===== src/conv_macros.svh =====
// Widths, FIFO depths and fixed metadata ports
// for the 256 to 64 bit AXI4-Stream downsizer

`ifndef CONV_MACROS_SVH
`define CONV_MACROS_SVH

// Stream widths
`define IN_DATA_W  256
`define OUT_DATA_W 64
`define TUSER_W    128

// Metadata fields
`define LEN_W  16
`define PORT_W 8

// One 1600-byte packet fits in the beat FIFO
`define BEAT_FIFO_DEPTH_BITS 6
`define LEN_FIFO_DEPTH_BITS  5

`define DEFAULT_SRC_PORT 8'h01
`define DEFAULT_DST_PORT 8'h04

`define LANES (`IN_DATA_W / `OUT_DATA_W)  // Output words per input beat

`endif


===== src/meta_pkg.sv =====
// Metadata types of the downsizer
// Packet length, port numbers and the 128-bit tuser word

`include "conv_macros.svh"

package meta_pkg;

   typedef logic [`LEN_W-1:0]  len_t;   // Byte count of one packet
   typedef logic [`PORT_W-1:0] port_t;

   localparam int PAD_W = `TUSER_W - `LEN_W - 2 * `PORT_W;

   // Length in the low bits, ports above, zero padding on top
   typedef struct packed {
      logic [PAD_W-1:0] pad;
      port_t            dst_port;
      port_t            src_port;
      len_t             len;
   } tuser_t;

endpackage


===== src/stream_pkg.sv =====
// Stream types of the downsizer
// Input beats as stored in the beat FIFO, output words and lane index

`include "conv_macros.svh"

package stream_pkg;

   // Input side
   typedef logic [`IN_DATA_W-1:0]   in_data_t;
   typedef logic [`IN_DATA_W/8-1:0] in_strb_t;

   // Beat FIFO entry, last on top
   typedef struct packed {
      logic     last;
      in_strb_t strb;
      in_data_t data;
   } in_beat_t;

   // Output side
   typedef logic [`OUT_DATA_W-1:0]   out_data_t;
   typedef logic [`OUT_DATA_W/8-1:0] out_strb_t;

   typedef logic [$clog2(`LANES)-1:0] lane_idx_t;  // Which output lane of a beat

endpackage


===== src/beat_slicer.sv =====
// Lane slicer of the downsizer
// Picks one 64-bit lane of the head beat, checks the following lane
// for strobes and packs the metadata word

`timescale 1ns/1ns

`include "conv_macros.svh"

module beat_slicer (
   input  stream_pkg::in_beat_t  beat,
   input  stream_pkg::lane_idx_t lane,
   input  meta_pkg::len_t        len,
   output stream_pkg::out_data_t m_axis_tdata,
   output stream_pkg::out_strb_t m_axis_tstrb,
   output meta_pkg::tuser_t      m_axis_tuser,
   output logic                  beat_last,
   output logic                  next_lane_empty
);

   import stream_pkg::*;
   import meta_pkg::*;

   localparam int DW = $bits(out_data_t);
   localparam int SW = $bits(out_strb_t);

   lane_idx_t nxt_lane;   // Wraps on the final lane, masked below

   assign nxt_lane = lane + 1'b1;

   // Lowest lane first
   assign m_axis_tdata = beat.data[lane * DW +: DW];
   assign m_axis_tstrb = beat.strb[lane * SW +: SW];
   assign beat_last    = beat.last;

   assign next_lane_empty = (lane == lane_idx_t'(`LANES - 1)) ? 1'b0
                                                              : ~|beat.strb[nxt_lane * SW +: SW];

   ////////////////////////////////////////
   // Metadata word
   ////////////////////////////////////////

   always_comb begin
      m_axis_tuser          = '0;   // Zero padding
      m_axis_tuser.dst_port = port_t'(`DEFAULT_DST_PORT);
      m_axis_tuser.src_port = port_t'(`DEFAULT_SRC_PORT);
      m_axis_tuser.len      = len;
   end

endmodule


===== config.mk =====
export PLATFORM = sky130hd
export DESIGN_NAME = beat_slicer
export DESIGN_NICKNAME = d
export VERILOG_FILES = /design/src/meta_pkg.sv /design/src/stream_pkg.sv /design/src/beat_slicer.sv
export VERILOG_INCLUDE_DIRS = /design/src
export SDC_FILE = /design/constraint.sdc
export NUM_CORES = 1
export LEC_CHECK = 0
export BUFFER_PORTS_ARGS = -buffer_cell sky130_fd_sc_hd__buf_4
export CAP_MARGIN = 20
export CORE_AREA = 2 2 197 199
export DETAILED_ROUTE_END_ITERATION = 6
export DIE_AREA = 0 0 199 201
export PLACE_DENSITY_LB_ADDON = 0.3
export SLEW_MARGIN = 20
export SYNTH_ARGS = -nofsm -noshare
export SYNTH_HDL_FRONTEND = slang
export SYNTH_SLANG_ARGS = --single-unit

===== constraint.sdc =====
create_clock -name vclk -period 4.6
set_clock_uncertainty 0.1 [all_clocks]
set_input_delay 0.92 -clock vclk [all_inputs]
set_output_delay 0.92 -clock vclk [all_outputs]
set_load 0.005 [all_outputs]

Word level (Yosys, flattened, before mapping) --
Index checks and enable logic that the tools add are counted.
Operators by class: $add $sub $neg 1, eq/ne operators 1, shift operators 3, muxes and demuxes 1, reductions and logical operators 2
Operator list (count):
- $shiftx A256 B9 Y64 | 1
- $shiftx A32 B6 Y8 | 2
- $reduce_or A8 Y1 | 1
- $add A2 B1 Y2 const B | 1
- $eq A2 B2 Y1 const B | 1
- $logic_not A1 Y1 | 1
- $mux W1 | 1
Storage, ports and cells: flip-flop bits (word level) 0, bits of input ports 307, output and inout bits 202, logic and storage cells 8

Longest topological paths before layout --
word-level depth 5, mapped depth 5, depth with buffers taken out 4

Worst setup path after synthesis --
Ideal clock, no wire load.
kind input to output, from in lane[0], to out m_axis_tdata[11], arrival 1.798 ns, setup slack 1.782 ns, stages 4, path buffers 3, path through buf_6 buf_12 buf_12 mux4_2
On the way: cells in the longest elaborated chain, start to end 1
RTL lines:
- from (decl) | RTL line beat_slicer.sv:11 | input stream_pkg::lane_idx_t lane,
- $shiftx A256 B9 Y64 | RTL line beat_slicer.sv:31 | assign m_axis_tdata = beat.data[lane * DW +: DW];
- to (decl) | RTL line beat_slicer.sv:13 | output stream_pkg::out_data_t m_axis_tdata,
Every way passes these cells.

Final worst setup path --
from in lane[0], to out m_axis_tdata[13]
Same word-level chain as after synthesis.

==> results.py <==
metrics = {
    "flow_run": {
        "max_cap_viol_count": 0,
    },
    "timing": {
        "finalMaxSlewViolations": 0,
        "fin_setup_tns_ns": 0,
        "max_freq_ghz": 0.286,
        "worst_pin_slew_ns": 0.658,
        "max-slew-margin-rel_pct": 56.1,
        "hold_violations": 0,
        "fin_crit_sh_pct": 76.1,
        "setup_viol": 0,
        "fin_crit_ns": 3.50,
        "fin_ws_ns": 1.10,
        "rsz0062_at_grt": "false",
    },
    "power_and_ir_drop": {
        "ir_drop_v": 0.0000590,
        "power_density_mw_per_mm2": 90.3,
        "power_mw": 0.504,
        "p_leak_nw": 2.62,
    },
    "global_routing": {
        "grt_usage_pct": 7.67,
        "grt_pass1_vias": 3224,
        "antenna_found_initial": 3,
        "grt_pass1_wl_um": 22200,
        "grt_max_degree": 46,
        "grt_overflow": 0,
    },
    "synth": {
        "synthMuxAreaShare_pct": 56.3,
        "synth_xor_xnor_area_share_pct": 0,
        "synthCells": 239,
        "syn_area_per_cell_um2": 12.0,
        "ys_types": 16,
        "synth_fa_ha_area_share_pct": 0.435,
        "synth_compound_area_share_pct": 0.695,
        "yosysWarnings": 0,
        "synth_top_family_by_area": "multiplexers",
        "synth_area_mm2": 0.00288,
        "synth-simple-area-share_pct": 2.74,
        "yosysSeqAreaShare_pct": 0,
    },
    "final_layout": {
        "nFlopsAndLatches": 0,
        "fin_nets": 880,
        "clock_buffers": 0,
        "ff_latch_area_um2": 0,
        "utilization_pct": 14.6,
        "layout_commonest_cell": "buf_4",
        "area_growth_pct": 93.7,
        "final_cell_mix": "buf_4, conb_1, mux4_2",
        "drive_above_1_share_pct": 77.0,
        "fill_cells": 4328,
        "multi_input_area_mm2": 0.00215,
    },
    "critical_path": {
        "crit_path_end": "m_axis_tdata[13]",
        "critPathArrivalTime_ns": 2.48,
        "crit_fanout": 45,
        "startpoint_type": "input pin",
        "crit_type": "in -> out",
        "end_kind": "primary output",
        "startpoint": "lane[0]",
        "worstPathRequired_ns": 3.58,
    },
    "floorplan": {
        "start_util_pct": 7.56,
        "die_y_um": 201,
        "die_x_um": 199,
        "dieArea_mm2": 0.0400,
        "fp-row-count": 72,
        "core_area_mm2": 0.0381,
        "ioPinCount": 509,
    },
    "hold_path": {
        "hold_class": "in -> out",
    },
    "drt": {
        "drt-total-wl_um": 17000,
        "drtAntennaViolNets": 0,
        "via_count": 3111,
        "firstDrtPassIters": 4,
        "wl_per_cell_um": 15.6,
        "routed_via_density": 2.85,
        "drt-initial-drc-count": 71,
        "drc": 0,
    },
    "placement": {
        "port-buffer-count": 363,
        "place_congestion": 0.723,
        "dpl.hpwl_um": 15400,
        "post-place-ws_ns": 1.03,
    },
    "status": {
        "status": "completed",
    },
    "clock_network": {
        "postCtsSetupBuffers": 0,
        "cts_resized": 0,
        "hold_buffers": 0,
    },
}
-- cell families after synthesis --
group,count (synthesis)
compound gates,3
fa+ha+maj,1
simple gates,15
buf+inv,146
mux,72
other cells,2
-- through the flow --
stage | std cells | hold WS [ns] | instance area (µm²)
2_1_floorplan | 349 | 1.82 | 3290
3_3_place_gp | 1088 | 1.74 | 5570
3_5_place_dp | 1088 | 1.74 | 5570
4_1_cts | 1088 | 1.74 | 5570
5_1_grt | 1088 | 1.74 | 5570
6_report | 1090 | 1.74 | 5580
-- synthesized netlist by cell type --
library cell | instances | area share, %
nor4b_1 | 1 | 0.30
nor3_1 | 1 | 0.17
nor4_1 | 5 | 1.1
nor2_1 | 6 | 0.78
buf_2 | 5 | 0.87
mux4_2 | 72 | 56
a22oi_1 | 1 | 0.26
ha_1 | 1 | 0.43
buf_4 | 132 | 34
nand3_1 | 1 | 0.17
a31oi_1 | 2 | 0.43
clkbuf_1 | 3 | 0.39
buf_6 | 1 | 0.39
buf_12 | 5 | 3.5
conb_1 | 2 | 0.26
nand4_1 | 1 | 0.22
-- worst min-delay path by stage --
stage	from	to	depth (start not counted)	slack [ns]
2_1_floorplan	beat[288]	beat_last	1	1.82
6_report	len[2]	m_axis_tuser[2]	0	1.74
5_1_grt	len[12]	m_axis_tuser[12]	0	1.74
3_3_place_gp	len[7]	m_axis_tuser[7]	0	1.74
3_5_place_dp	len[7]	m_axis_tuser[7]	0	1.74
4_1_cts	len[7]	m_axis_tuser[7]	0	1.74
-- worst max-delay path, stage by stage --
cell and delay (ns):
buf_6 0.48, buf_4 0.34, mux4_2 0.56, buf_4 0.16
-- final cells by class --
type	count	share of cell area [%]
repair buffers	367	49.7
multi-input cells	203	38.6
well taps	518	11.6
diodes	2	0.0897
-- layer usage --
layer / track usage, % / routed length [µm] / vias up
li1: - / - / 1362
met5: 0 / 12 / -
met4: 0.400 / 97 / 2
met3: 2.35 / 2040 / 10
met1: 7.71 / 5420 / 1475
met2: 15.8 / 9450 / 262
-- report_power, final --
group / switching [mW] / leakage [nW] / internal, mW
Clock: 0 / 0.0000127 / 0.0000000582
Sequential: 0 / 0 / 0
Combinational: 0.170 / 2.62 / 0.334
Note: power is estimated with default switching activity, not from simulation.
