<file path="src/beat_fifo.sv">
// Fall-through FIFO on a circular buffer
// Head is valid while empty is low, flags are registered
// nearly_full leaves four free slots of margin

`timescale 1ns/1ns

module beat_fifo #(
   parameter type payload_t  = logic [7:0],
   parameter int  depth_bits = 4
) (
   input  logic     axi_aclk,
   input  logic     axi_resetn,
   input  logic     wr_en,
   input  payload_t din,
   input  logic     rd_en,
   output payload_t dout,
   output logic     empty,
   output logic     full,
   output logic     nearly_full
);

   localparam int DEPTH = 1 << depth_bits;

   payload_t              mem [DEPTH];
   logic [depth_bits-1:0] wr_ptr;
   logic [depth_bits-1:0] rd_ptr;
   logic [depth_bits:0]   count;
   logic [depth_bits:0]   count_next;
   logic                  do_wr;
   logic                  do_rd;

   assign do_wr = wr_en & ~full;
   assign do_rd = rd_en & ~empty;

   assign dout = mem[rd_ptr];  // Fall-through head

   always_comb begin
      count_next = count;
      case ({do_wr, do_rd})
         2'b10:   count_next = count + 1'b1;
         2'b01:   count_next = count - 1'b1;
         default: count_next = count;
      endcase
   end

   // Storage, no reset
   always_ff @(posedge axi_aclk) begin
      if (do_wr) begin
         mem[wr_ptr] <= din;
      end
   end

   always_ff @(posedge axi_aclk) begin
      if (!axi_resetn) begin
         wr_ptr      <= '0;
         rd_ptr      <= '0;
         count       <= '0;
         empty       <= 1'b1;
         full        <= 1'b0;
         nearly_full <= 1'b0;
      end else begin
         if (do_wr) wr_ptr <= wr_ptr + 1'b1;  // Pointers wrap
         if (do_rd) rd_ptr <= rd_ptr + 1'b1;
         count       <= count_next;
         empty       <= (count_next == '0);
         full        <= (count_next == (depth_bits+1)'(DEPTH));
         nearly_full <= (count_next >= (depth_bits+1)'(DEPTH - 4));
      end
   end

   // Upstream throttling must keep writes off a full FIFO
   a_no_write_full : assert property (@(posedge axi_aclk) disable iff (!axi_resetn)
      wr_en |-> !full)
      else $error("beat_fifo: write while full");

   a_no_read_empty : assert property (@(posedge axi_aclk) disable iff (!axi_resetn)
      rd_en |-> !empty)
      else $error("beat_fifo: read while empty");

endmodule

</file>
<file path="config.mk">
export PLATFORM = sky130hd
export DESIGN_NAME = beat_fifo
export DESIGN_NICKNAME = d
export VERILOG_FILES = /design/src/beat_fifo.sv
export SDC_FILE = /design/constraint.sdc
export NUM_CORES = 1
export LEC_CHECK = 0
export ABC_AREA = 1
export BUFFER_PORTS_ARGS = -buffer_cell sky130_fd_sc_hd__buf_2
export CAP_MARGIN = 20
export CORE_UTILIZATION = 31
export CTS_CLUSTER_SIZE = 8
export DETAILED_ROUTE_END_ITERATION = 12
export PLACE_DENSITY = 0.43
export SLEW_MARGIN = 20
export SYNTH_ARGS = -nofsm -noshare
export SYNTH_HDL_FRONTEND = slang
export SYNTH_SLANG_ARGS = --single-unit
</file>
<file path="constraint.sdc">
create_clock -name axi_aclk -period 3 [get_ports axi_aclk]
set_input_delay 0.6 -clock axi_aclk [delete_from_list [all_inputs] [get_ports axi_aclk]]
set_output_delay 0.6 -clock axi_aclk [all_outputs]
set_load 0.005 [all_outputs]
</file>
# [Word-level counts from Yosys, hierarchy flattened]
# Memories as Yosys holds them, arrays and structs flattened. A register that Yosys moved wholly into a read port is not among the register bits.
# Cells that the tools add are included.
# Widths: inputs -> output; s select.
[totals] reg_bits=16 mem_bits_rw=128 in_bits=12 output_inout_bits=11 wordCells=25 mem_count=1
[op_classes] addsub=4 magnitude_cmp=1 eq_ne=3 mux=5 bitwise=4 n_reduce_logical=1
[mem_list] name="mem" depth=16 word_bits=8 read_ports=1 rd_clocked_by_memory_dff=1 wr=1 line="24" text="payload_t mem [DEPTH];"
[ops] cell="$pmux 5 s2" n=1
[ops] cell="$add 4x1->4 const B" n=2
[ops] cell="$mux 4" n=2
[ops] cell="$add 5x1->5 const B" n=1
[ops] cell="$eq 5x5->1 const B" n=1
[ops] cell="$ge 5x4->1 const B" n=1
[ops] cell="$logic_not 5->1" n=1
[ops] cell="$sub 5x1->5 const B" n=1
[ops] cell="$and 1x1->1" n=2
[ops] cell="$eq 2x1->1 const B" n=1
[ops] cell="$eq 2x2->1 const B" n=1
[ops] cell="$mux 1" n=2
[ops] cell="$not 1->1" n=2

# [Longest topological paths before layout]
[logic_depth] ltp_word=5 mapped_depth=18 mapped_depth_nobuf=18

# [Worst setup path before layout]
# No wires, ideal clock.
[synth_timing] path_kind="input-to-reg" from="input rd_en" to="register empty" setup_ps=68 arrival_ps=1882 t_required_ps=2932 path_slack_ps=1050 cell_stages=12 path_buffers=1 cell_sequence="inv_1 -> nor2_4 -> buf_6 -> nand3_2 -> nand2_1 -> inv_2 -> ha_1 -> o21ai_0 -> nand2_1 -> nor2_2 -> nand3_2 -> o21bai_2"
[synth_between] elab_chain_cells=4 word_cells_on_any_way=5 classes_between="eq/ne: 2; mux: 1; bitwise: 1; reduce/logical: 1"
[synth_lines] element="start: declaration" line="15" text="input logic rd_en,"
[synth_lines] element="$and 1x1->1 *" line="33" text="assign do_rd = rd_en & ~empty;"
[synth_lines] element="$eq 2x1->1 / $eq 2x2->1 (equally long branches)" line="39" text="case ({do_wr, do_rd})"
[synth_lines] element="$pmux 5 s2 *" line="39"
[synth_lines] element="$logic_not 5->1 *" line="65" text="empty <= (count_next == '0);"
[synth_lines] element="end signal: assignment" line="65"
[synth_lines] element="end: declaration" line="17" text="output logic empty,"
# Every way passes the cells marked *; elsewhere a longest branch is shown, timed or not.
# A chain may end at the register's enable or synchronous reset.

==> flow_summary_export.csv <==
group,metric,value,unit
clock_tree,cts_made_buffers,17,
final_layout,drive_gt1_share,17.5,%
logic_synthesis,synth_commonest_cells,"edfxtp_1 (128), inv_1 (56), o21ai_0 (46)",
power_and_ir_drop,total_power,5.35,mW
critical_path,regToRegEndpoint,"full",
sta,max_freq,355,MHz
global_routing,track_usage,15.1,%
detailed_routing,ant_nets,0,
placed_design,dp_hpwl,8980,µm
clock_tree,postCtsSetupBuffers,0,
sta,post-route-min-period,2820,ps
critical_path,crit_path_max_fanout,53,
logic_synthesis,async_flop_share,0,%
detailed_routing,wl_met2,6760,µm
critical_path,required,2400,ps
detailed_routing,drc,0,
logic_synthesis,yosys_most_used_dff,"edfxtp_1",
logic_synthesis,yosys.area.top_type_share,61.8,%
detailed_routing,dr_wl_met3,481,µm
logic_synthesis,synth-seq-cells,148,
logic_synthesis,syn_inst,500,
placed_design,gp_congestion,0.744,
placed_design,portBuffers,22,
clock_tree,clk_pin_slew,60,ps
flow_run,max_cap_violations,0,
logic_synthesis,synth_cell_types,29,
critical_path,reg2reg_depth,16,
detailed_routing,drt_iter0_markers,185,
floorplanning,rows,51,
clock_tree,cts_tree,"yes",
clock_tree,root_buffer,"clkbuf_16",
floorplanning,ioPinCount,23,
floorplanning,die_w,144,µm
detailed_routing,vias,3760,
logic_synthesis,synth.most_common_cell,"edfxtp_1",
clock_tree,cts_hold_buf,0,
sta,hold_violations,0,
clock_tree,clockBufferDepth,2,
sta,finalCritPeriodShare,93.9,%
final_layout,synthToLayoutAreaGrowth,18.2,%
floorplanning,die_h,144,µm
detailed_routing,wl_per_cell,17.5,µm
critical_path,r2r_start,"empty",
clock_tree,numClockSinks,148,
detailed_routing,drtPass1Iterations,5,
global_routing,grt-ovfl-total,0,
logic_synthesis,synth_area_leaders,"edfxtp_1 (62%), dfxtp_1 (6.4%), mux2i_1 (5.1%), o211ai_1 (3.9%), o21ai_0 (3.7%)",
sta,timing.setup.tns,0,ps
power_and_ir_drop,power_density,728,nW/µm²
power_and_ir_drop,vdd_drop_max,347,µV
hold_path,worstHoldPathCells,2,
clock_tree,post_cts_resized,0,
clock_tree,worstSkewPairLatency,420,ps
critical_path,path_class,"flop to primary output",
sta,tightest_slew,829,ps
detailed_routing,routed.top_layer,"met4",
sta,skew,10.8,ps
sta,slew_headroom,44.5,%
floorplanning,die_area,20600,µm²
global_routing,antenna_found_initial,1,
logic_synthesis,synth_warnings,0,
run_status,status,"complete, no violations",
power_and_ir_drop,leakagePower,2.61,nW
global_routing,grt_pass1_wl,21900,µm
logic_synthesis,synth_area,6220,µm²
hold_path,min_path_type,"flop to flop",
sta,setup_viol,0,
detailed_routing,wl_met1,6930,µm
clock_tree,htreeDepth,4,
hold_path,hp-start,"rd_ptr[2]",
detailed_routing,wl,14300,µm
logic_synthesis,postSynthAreaPerCell,12.4,µm²
critical_path,end_kind,"primary output",
floorplanning,coreArea,19600,µm²
critical_path,arrival,2220,ps
logic_synthesis,synthesis.nets,519,
sta,maxSlewViolCount,0,
final_layout,nFillCells,1918,
critical_path,rrSetupSlack,1040,ps
logic_synthesis,synth_edf_count,128,
detailed_routing,viasPerCell,4.59,
logic_synthesis,ys_seq_area_share,68.2,%
sta,rsz0062_at_grt,"no",
hold_path,whs_endpoint,"rd_ptr[2]",
floorplanning,start_util,31.8,%
critical_path,crit_path_start_kind,"flop",
global_routing,grt_pass1_vias,3774,
logic_synthesis,yosysTopAreaCell,"edfxtp_1",
global_routing,grt_max_degree,54,
final_layout,layout.nets,559,
[per-stage QoR]
stage          worst slack, ps  util [%]  instances  hold slack [ps]  cell area, µm²
2_1_floorplan             1050         -        500              465            6220
3_3_place_gp               647      34.3        786              485            6720
3_5_place_dp               616      34.3        786              504            6720
4_1_cts                    149      37.5        818              509            7350
5_1_grt                 0.0808      37.5        818              516            7350
6_report                   182      37.5        819              513            7350
[worst max-delay path, stage by stage (launching register included)]
cell	delay [ps]
dfxtp_4	800
buf_4	280
mux2i_1	230
o21ai_1	80
o211ai_1	200
nand2_1	70
buf_2	130
[how the worst max path moves through the flow]
| stage | start | end |
|---|---|---|
| after global routing | flop | dout[4] |
| after CTS | flop | dout[2] |
| after floorplan | rd_en | empty |
| after global placement | rd_en | empty |
| final | flop | dout[2] |
| after detailed placement | flop | dout[2] |
[cell families (layout without fill, tap and decap cells)]
kind of cell    count (synthesis)  after routing  synth area share [%]
flops                         148            148                  68.2
fa+ha+maj                       7              7                  1.41
xor+xnor                        2              2                 0.282
simple gates                  101            101                  7.74
other cells                     0              1                     0
compound gates                125            125                  11.5
buf+inv                        85            138                  5.73
mux                            32             32                  5.15
[metal layers]
layer	GRT usage, %	vias up
met5	0	-
met4	4.87	0
met3	4.30	7
met2	23.9	45
met1	19.9	1841
li1	-	1867
[cells in the final DEF (no fill, tap or decap), types with 2 or more instances in the layout]
cell type and instances:
a21oi_1 41, buf_2 22, buf_4 21, bufinv_16 4, clkbuf_1 2, clkbuf_16 17, clkinv_1 2, clkinvlp_4 3
dfxtp_1 19, edfxtp_1 128, ha_1 7, inv_1 56, inv_2 4, inv_6 2, inv_8 2, mux2i_1 32
nand2_1 43, nand2_2 5, nand2_4 2, nand3_1 12, nand3_2 4, nor2_1 26, nor2_2 3, nor3_1 3
o211ai_1 32, o21ai_0 46, o21ai_1 4, xor2_1 2
[state kept, by name (all words and copies together), names as in the netlist, named ones only]
name,flops
mem,128
count,5
rd_ptr,4
wr_ptr,4
empty,1
full,1
nearly_full,1
[layout make-up]
type                       instances  area, µm²  share of cell area (%)
sequential                       148       4250                    57.8
multi-input combinational        267       1620                    22.1
clock buffer                      19        433                    5.89
tap                              265        332                    4.51
timing repair buffer              44        288                    3.91
inverter                          62        233                    3.16
clock inverter                    13        196                    2.67
antenna                            1       2.50                  0.0340
[where the power goes]
group          switching (mW)  internal [mW]
Sequential             0.0792           2.30
Clock                   0.860           1.41
Combinational           0.435          0.271
(Power assumes the default switching activity.)
