$ cat config.mk
export PLATFORM = sky130hd
export DESIGN_NAME = ingress_meter
export DESIGN_NICKNAME = d
export VERILOG_FILES = /design/src/meta_pkg.sv /design/src/stream_pkg.sv /design/src/ingress_meter.sv
export VERILOG_INCLUDE_DIRS = /design/src
export SDC_FILE = /design/constraint.sdc
export NUM_CORES = 1
export LEC_CHECK = 0
export BUFFER_PORTS_ARGS = -buffer_cell sky130_fd_sc_hd__buf_2
export CAP_MARGIN = 20
export CORE_MARGIN = 2
export CORE_UTILIZATION = 49
export DETAILED_ROUTE_END_ITERATION = 7
export PLACE_DENSITY = 0.92
export SLEW_MARGIN = 20
export SYNTH_ARGS = -nofsm -noshare
export SYNTH_HDL_FRONTEND = slang
export SYNTH_SLANG_ARGS = --single-unit
$ cat constraint.sdc
create_clock -name axi_aclk -period 3.1 [get_ports axi_aclk]
set_input_delay 0.155 -clock axi_aclk [delete_from_list [all_inputs] [get_ports axi_aclk]]
set_output_delay 0.155 -clock axi_aclk [all_outputs]
set_load 0.03 [all_outputs]
$ cat src/conv_macros.svh
// Widths, FIFO depths and fixed metadata ports
// for the 256 to 64 bit AXI4-Stream downsizer

`ifndef CONV_MACROS_SVH
`define CONV_MACROS_SVH

// Stream widths
`define IN_DATA_W  256
`define OUT_DATA_W 64
`define TUSER_W    128

// Metadata fields
`define LEN_W  16
`define PORT_W 8

// One 1600-byte packet fits in the beat FIFO
`define BEAT_FIFO_DEPTH_BITS 6
`define LEN_FIFO_DEPTH_BITS  5

`define DEFAULT_SRC_PORT 8'h01
`define DEFAULT_DST_PORT 8'h04

`define LANES (`IN_DATA_W / `OUT_DATA_W)  // Output words per input beat

`endif

$ cat src/meta_pkg.sv
// Metadata types of the downsizer
// Packet length, port numbers and the 128-bit tuser word

`include "conv_macros.svh"

package meta_pkg;

   typedef logic [`LEN_W-1:0]  len_t;   // Byte count of one packet
   typedef logic [`PORT_W-1:0] port_t;

   localparam int PAD_W = `TUSER_W - `LEN_W - 2 * `PORT_W;

   // Length in the low bits, ports above, zero padding on top
   typedef struct packed {
      logic [PAD_W-1:0] pad;
      port_t            dst_port;
      port_t            src_port;
      len_t             len;
   } tuser_t;

endpackage

$ cat src/stream_pkg.sv
// Stream types of the downsizer
// Input beats as stored in the beat FIFO, output words and lane index

`include "conv_macros.svh"

package stream_pkg;

   // Input side
   typedef logic [`IN_DATA_W-1:0]   in_data_t;
   typedef logic [`IN_DATA_W/8-1:0] in_strb_t;

   // Beat FIFO entry, last on top
   typedef struct packed {
      logic     last;
      in_strb_t strb;
      in_data_t data;
   } in_beat_t;

   // Output side
   typedef logic [`OUT_DATA_W-1:0]   out_data_t;
   typedef logic [`OUT_DATA_W/8-1:0] out_strb_t;

   typedef logic [$clog2(`LANES)-1:0] lane_idx_t;  // Which output lane of a beat

endpackage

$ cat src/ingress_meter.sv
// Input side of the downsizer
// Registers tready from FIFO fill and counts packet bytes
// The length is pushed together with the tlast beat

`timescale 1ns/1ns

`include "conv_macros.svh"

module ingress_meter (
   input  logic                 axi_aclk,
   input  logic                 axi_resetn,
   input  logic                 s_axis_tvalid,
   input  logic                 s_axis_tlast,
   input  stream_pkg::in_strb_t s_axis_tstrb,
   input  logic                 beat_nearly_full,
   input  logic                 len_nearly_full,
   output logic                 s_axis_tready,
   output logic                 accept,
   output logic                 len_push,
   output meta_pkg::len_t       len_out
);

   import stream_pkg::*;
   import meta_pkg::*;

   localparam int STRB_W = $bits(in_strb_t);
   localparam int CNT_W  = $clog2(STRB_W) + 1;

   logic [CNT_W-1:0] beat_bytes;
   len_t             len_sum;   // Bytes of earlier beats in this packet

   ////////////////////////////////////////
   // Handshake
   ////////////////////////////////////////

   // One cycle behind the FIFO flags, covered by the nearly_full margin
   always_ff @(posedge axi_aclk) begin
      if (!axi_resetn) begin
         s_axis_tready <= 1'b0;
      end else begin
         s_axis_tready <= ~beat_nearly_full & ~len_nearly_full;
      end
   end

   assign accept   = s_axis_tvalid & s_axis_tready;
   assign len_push = accept & s_axis_tlast;

   ////////////////////////////////////////
   // Byte count
   ////////////////////////////////////////

   // Highest set strobe plus one, strobes assumed packed from byte 0
   always_comb begin
      beat_bytes = '0;
      for (int i = 0; i < STRB_W; i++) begin
         if (s_axis_tstrb[i]) begin
            beat_bytes = CNT_W'(i + 1);
         end
      end
   end

   assign len_out = len_sum + len_t'(beat_bytes);  // Final total on the tlast beat

   always_ff @(posedge axi_aclk) begin
      if (!axi_resetn) begin
         len_sum <= '0;
      end else if (accept) begin
         if (s_axis_tlast) begin
            len_sum <= '0;   // Next packet starts fresh
         end else begin
            len_sum <= len_out;
         end
      end
   end

endmodule

# Word level (Yosys, flattened, before mapping)
# Index checks and enable logic that the tools add are counted.
# op_classes
n_addsub	1
multipliers	0
div_mod_pow	0
n_lt_le_gt_ge	0
n_eq_ne	0
n_shift	0
muxes	33
n_bitwise	5
n_reduce_logical	0
# op_table
operator	count
$mux 6	31
$add 16x6->16	1
$mux 16	1
$and 1x1->1	3
$not 1->1	2
$mux 1	1
# totals
regBits	17
latch_bits	0
ramBits	0
rom_bits	0
input_bits	38
out_inout_bits	19
wordCells	41
n_memories	0

# Depth between registers and ports, before layout
# logic_depth
ltp_word	34
ltp_mapped	12
mapped_depth_nobuf	12

# Worst setup path after synthesis
# No wires, ideal clock.
# synth_path
path_type	input to output
start	input port s_axis_tstrb[23]
end	output port len_out[15]
t_arrival_ns	2.672
required_time_ns	2.945
slack_ns	0.273
cell_stages	9
n_path_buf	0
path_cell_list	or4_1 -> nor4b_1 -> a21oi_1 -> ha_1 -> o21ai_1 -> o21ai_4 -> and2_4 -> and3_1 -> xor2_1
# synth_between
elab_chain_len	10
# synth_rtl
element	line	rtl
from (decl)	ingress_meter.sv:14	input stream_pkg::in_strb_t s_axis_tstrb,
$mux 6 (9 in a row)	ingress_meter.sv:56	if (s_axis_tstrb[i]) begin
$add 16x6->16	ingress_meter.sv:62	assign len_out = len_sum + len_t'(beat_bytes);
to (decl)	ingress_meter.sv:20	output meta_pkg::len_t len_out
# Every way passes these cells.

# Worst setup path in the final report
# layout_path
start	input port s_axis_tstrb[23]
end	output port len_out[12]
# The elaborated chain is that of the path after synthesis.

==> metrics.yaml <==
crit_arrival_ps: 2800
critical_path.top_delay_family: "simple AND/OR/NAND/NOR gates"
cts_buffers: 3
htree_levels: 1
cp.depth: 11
drv_slew: 0
worst_hold_path_type: "input port to flip-flop"
ys.flop_type: "dfxtp_1"
critPathMaxStageDelay_ps: 570
critPathMostFrequentCell: "buf_2"
ys_seq_elements: 17
tightest_slew_ps: 688
finalClockSkew_ps: 12.6
path_cells: "buf_2 > or4_1 > nor4b_2 > a21oi_1 > ha_1 > o21ai_0 > o21ai_2 > o21a_2 > nand2_1 > xnor2_1 > buf_2"
slew-limit-headroom_pct: 53.9
critPathLaunch: "s_axis_tstrb[23]"
die_w_um: 59.5
end_kind: "output pin"
syn-num-nets: 244
clk_pin_slew_ps: 100
swShare_pct: 31.8
synthArstFlopShare_pct: 0
startpoint_type: "input port"
gp_congestion: 0.867
finalCritPeriodShare_pct: 95.2
drt-pass1-iter-count: 4
p_leak_nw: 0.858
crit_required_ps: 2940
die_h_um: 59.5
drt_wl_total_um: 4020
grt_max_degree: 22
finalHoldViolations: 0
post-cts-setup-buffer-count: 0
timing.fmax_mhz: 339
die-area_sq_um: 3540
ys_top_cells_by_count: "27 x nor2_1, 18 x a21oi_1, 17 x dfxtp_1"
layout.nets: 303
grt_antenna_before_repair: 0
crit_slowest_cell: "or4_1"
core_sq_um: 2980
ff_latch_area_sq_um: 340
min_period_ps: 2950
status: "finished, final reports clean"
syn_avg_cell_area_sq_um: 7.58
endpoint: "len_out[12]"
clkPwrFrac_pct: 25.7
pin_count: 57
yosys.area.top_type_share_pct: 22.6
post-route-util_pct: 63.9
grt_pass1_vias: 1574
dp_cells: 284
netlist_area_sq_um: 1510
dp_hpwl_um: 3100
wire_per_inst_um: 13.9
final_antenna_net_count: 0
vias: 1714
p_switching_w: 0.000149
drive_above_1_share_pct: 30.4
syn_inst: 199
rows: 20
combPwrFrac_pct: 27.1
multi_input_area_sq_um: 1150
clkLatencyLatePin_ps: 300
synth_most_common_cell: "nor2_1"
p_int_w: 0.000318
synth_top_area_cell: "dfxtp_1"
timing.hold.ws_ps: 182
cts_tree: "done"
fin_cells: 290
ff2ff_path_depth: 7
ys_seq_area_share_pct: 22.6
drv_cap: 0
synth_cell_types: 51
num_antenna_cells: 0
finalSetupViolCount: 0
power.density_nw_per_um2: 245
place_area_sq_um: 1820
path_buf_inv: 2
r2r_end: "len_sum[12]"
grt_first_pass_wirelength_um: 6510
fin_tns_setup_ps: 0
synth_area_leaders: "dfxtp_1 23%, nor2_1 6.7%, a21oi_1 6.0%"
critPathMaxFanout: 7
start_util_pct: 50.7
peakVddDrop_uv: 165
port_buffers: 56
yosysWarnings: 0
regToRegSetupSlack_ps: 940
finalInstanceArea_sq_um: 1900
viasPerCell: 5.91
grt-ovfl-total: 0
fill_cells: 260
grt_use_total_pct: 23.3
worstSetupPathType: "input port to output pin"
syn2layout_area_growth_pct: 26.1
r2r_start: "len_sum[0]"
drt_iter0_drc: 62
drc_errors: 0
synth_edf_count: 0
clock_sinks: 17
clockRootBuffer: "clkbuf_4"
worstHoldStart: "axi_resetn"
seqPwrFrac_pct: 47.2
cts_buffer_depth: 2
==> cell families after synthesis <==
group	after synthesis	share of synthesized area, %
AOI/OAI and AO/OA	67	29.9
xor gates and xnor gates	14	8.13
adders and majority gates	7	6.30
buffers and inverters	15	3.98
DFF	17	22.6
muxes	1	0.663
and+or+nand+nor	78	28.5
==> per-layer routing <==
metal / GRT usage, % / share of wire (%)
met3: 5.46 / 4.8
met5: 0 / 0
met2: 41.1 / 51
met4: 5.71 / 0.72
met1: 28.4 / 44
==> stage by stage <==
| stage | setup slack [ps] | total power, W |
|---|---|---|
| final | 150 | 0.000467 |
| after floorplan | 273 | 0.000294 |
| after global placement | 144 | 0.000342 |
| after detailed placement | -41.5 | 0.000344 |
| after global routing | -16.2 | 0.000495 |
| after CTS | 24.8 | 0.000464 |
==> power by group through the flow <==
stage	sequential (W)	clock (W)	combinational, W
final	0.000221	0.000120	0.000126
after global routing	0.000221	0.000135	0.000139
after CTS	0.000221	0.000123	0.000120
after detailed placement	0.000226	0	0.000118
after global placement	0.000226	0	0.000117
after floorplan	0.000227	0	0.0000670
==> worst min path at each step <==
stage                         end  slack [ps]  cells after the start
floorplan           s_axis_tready         230                      1
global placement    s_axis_tready         320                      2
detailed placement  s_axis_tready         320                      2
CTS                 s_axis_tready           2                      2
global route           len_sum[8]         200                      3
finish                 len_sum[8]         180                      3
==> registers in the layout, indices dropped and copies added (netlist names) <==
name	count
len_sum	16
s_axis_tready	1
==> tightest hold or removal path, stage by stage <==
cell and delay [ps]:
buf_2 140, nand2_1 70, o311ai_1 70
==> placed cells by master (no fill, tap or decap), types with 3 or more instances in the layout <==
cell type,count
clkbuf_4,3
o21ai_0,9
o31ai_1,4
buf_2,56
inv_1,9
or4_1,3
nor3_1,7
xnor2_1,10
nand4b_1,3
dfxtp_1,17
ha_1,5
a22oi_1,3
nand2_1,14
nor2_1,27
and3_1,3
a21oi_1,18
a31oi_1,8
a311oi_1,3
xor2_1,4
==> layout make-up <==
class / count / area share, %
Clock buffer: 4 / 1.38
Multi-Input combinational cell: 167 / 60.2
Timing Repair Buffer: 60 / 16.6
Tap cell: 33 / 2.17
Sequential cell: 17 / 17.9
Inverter: 9 / 1.78
==> repair_timing <==
item,4_1_cts,5_1_grt
hold buffers,1,1
pin swaps,0,2
setup endpoints to repair,1,6
resized for setup,1,9
endpoints found under the hold margin,1,1
Note: power is estimated with default switching activity, not from simulation.
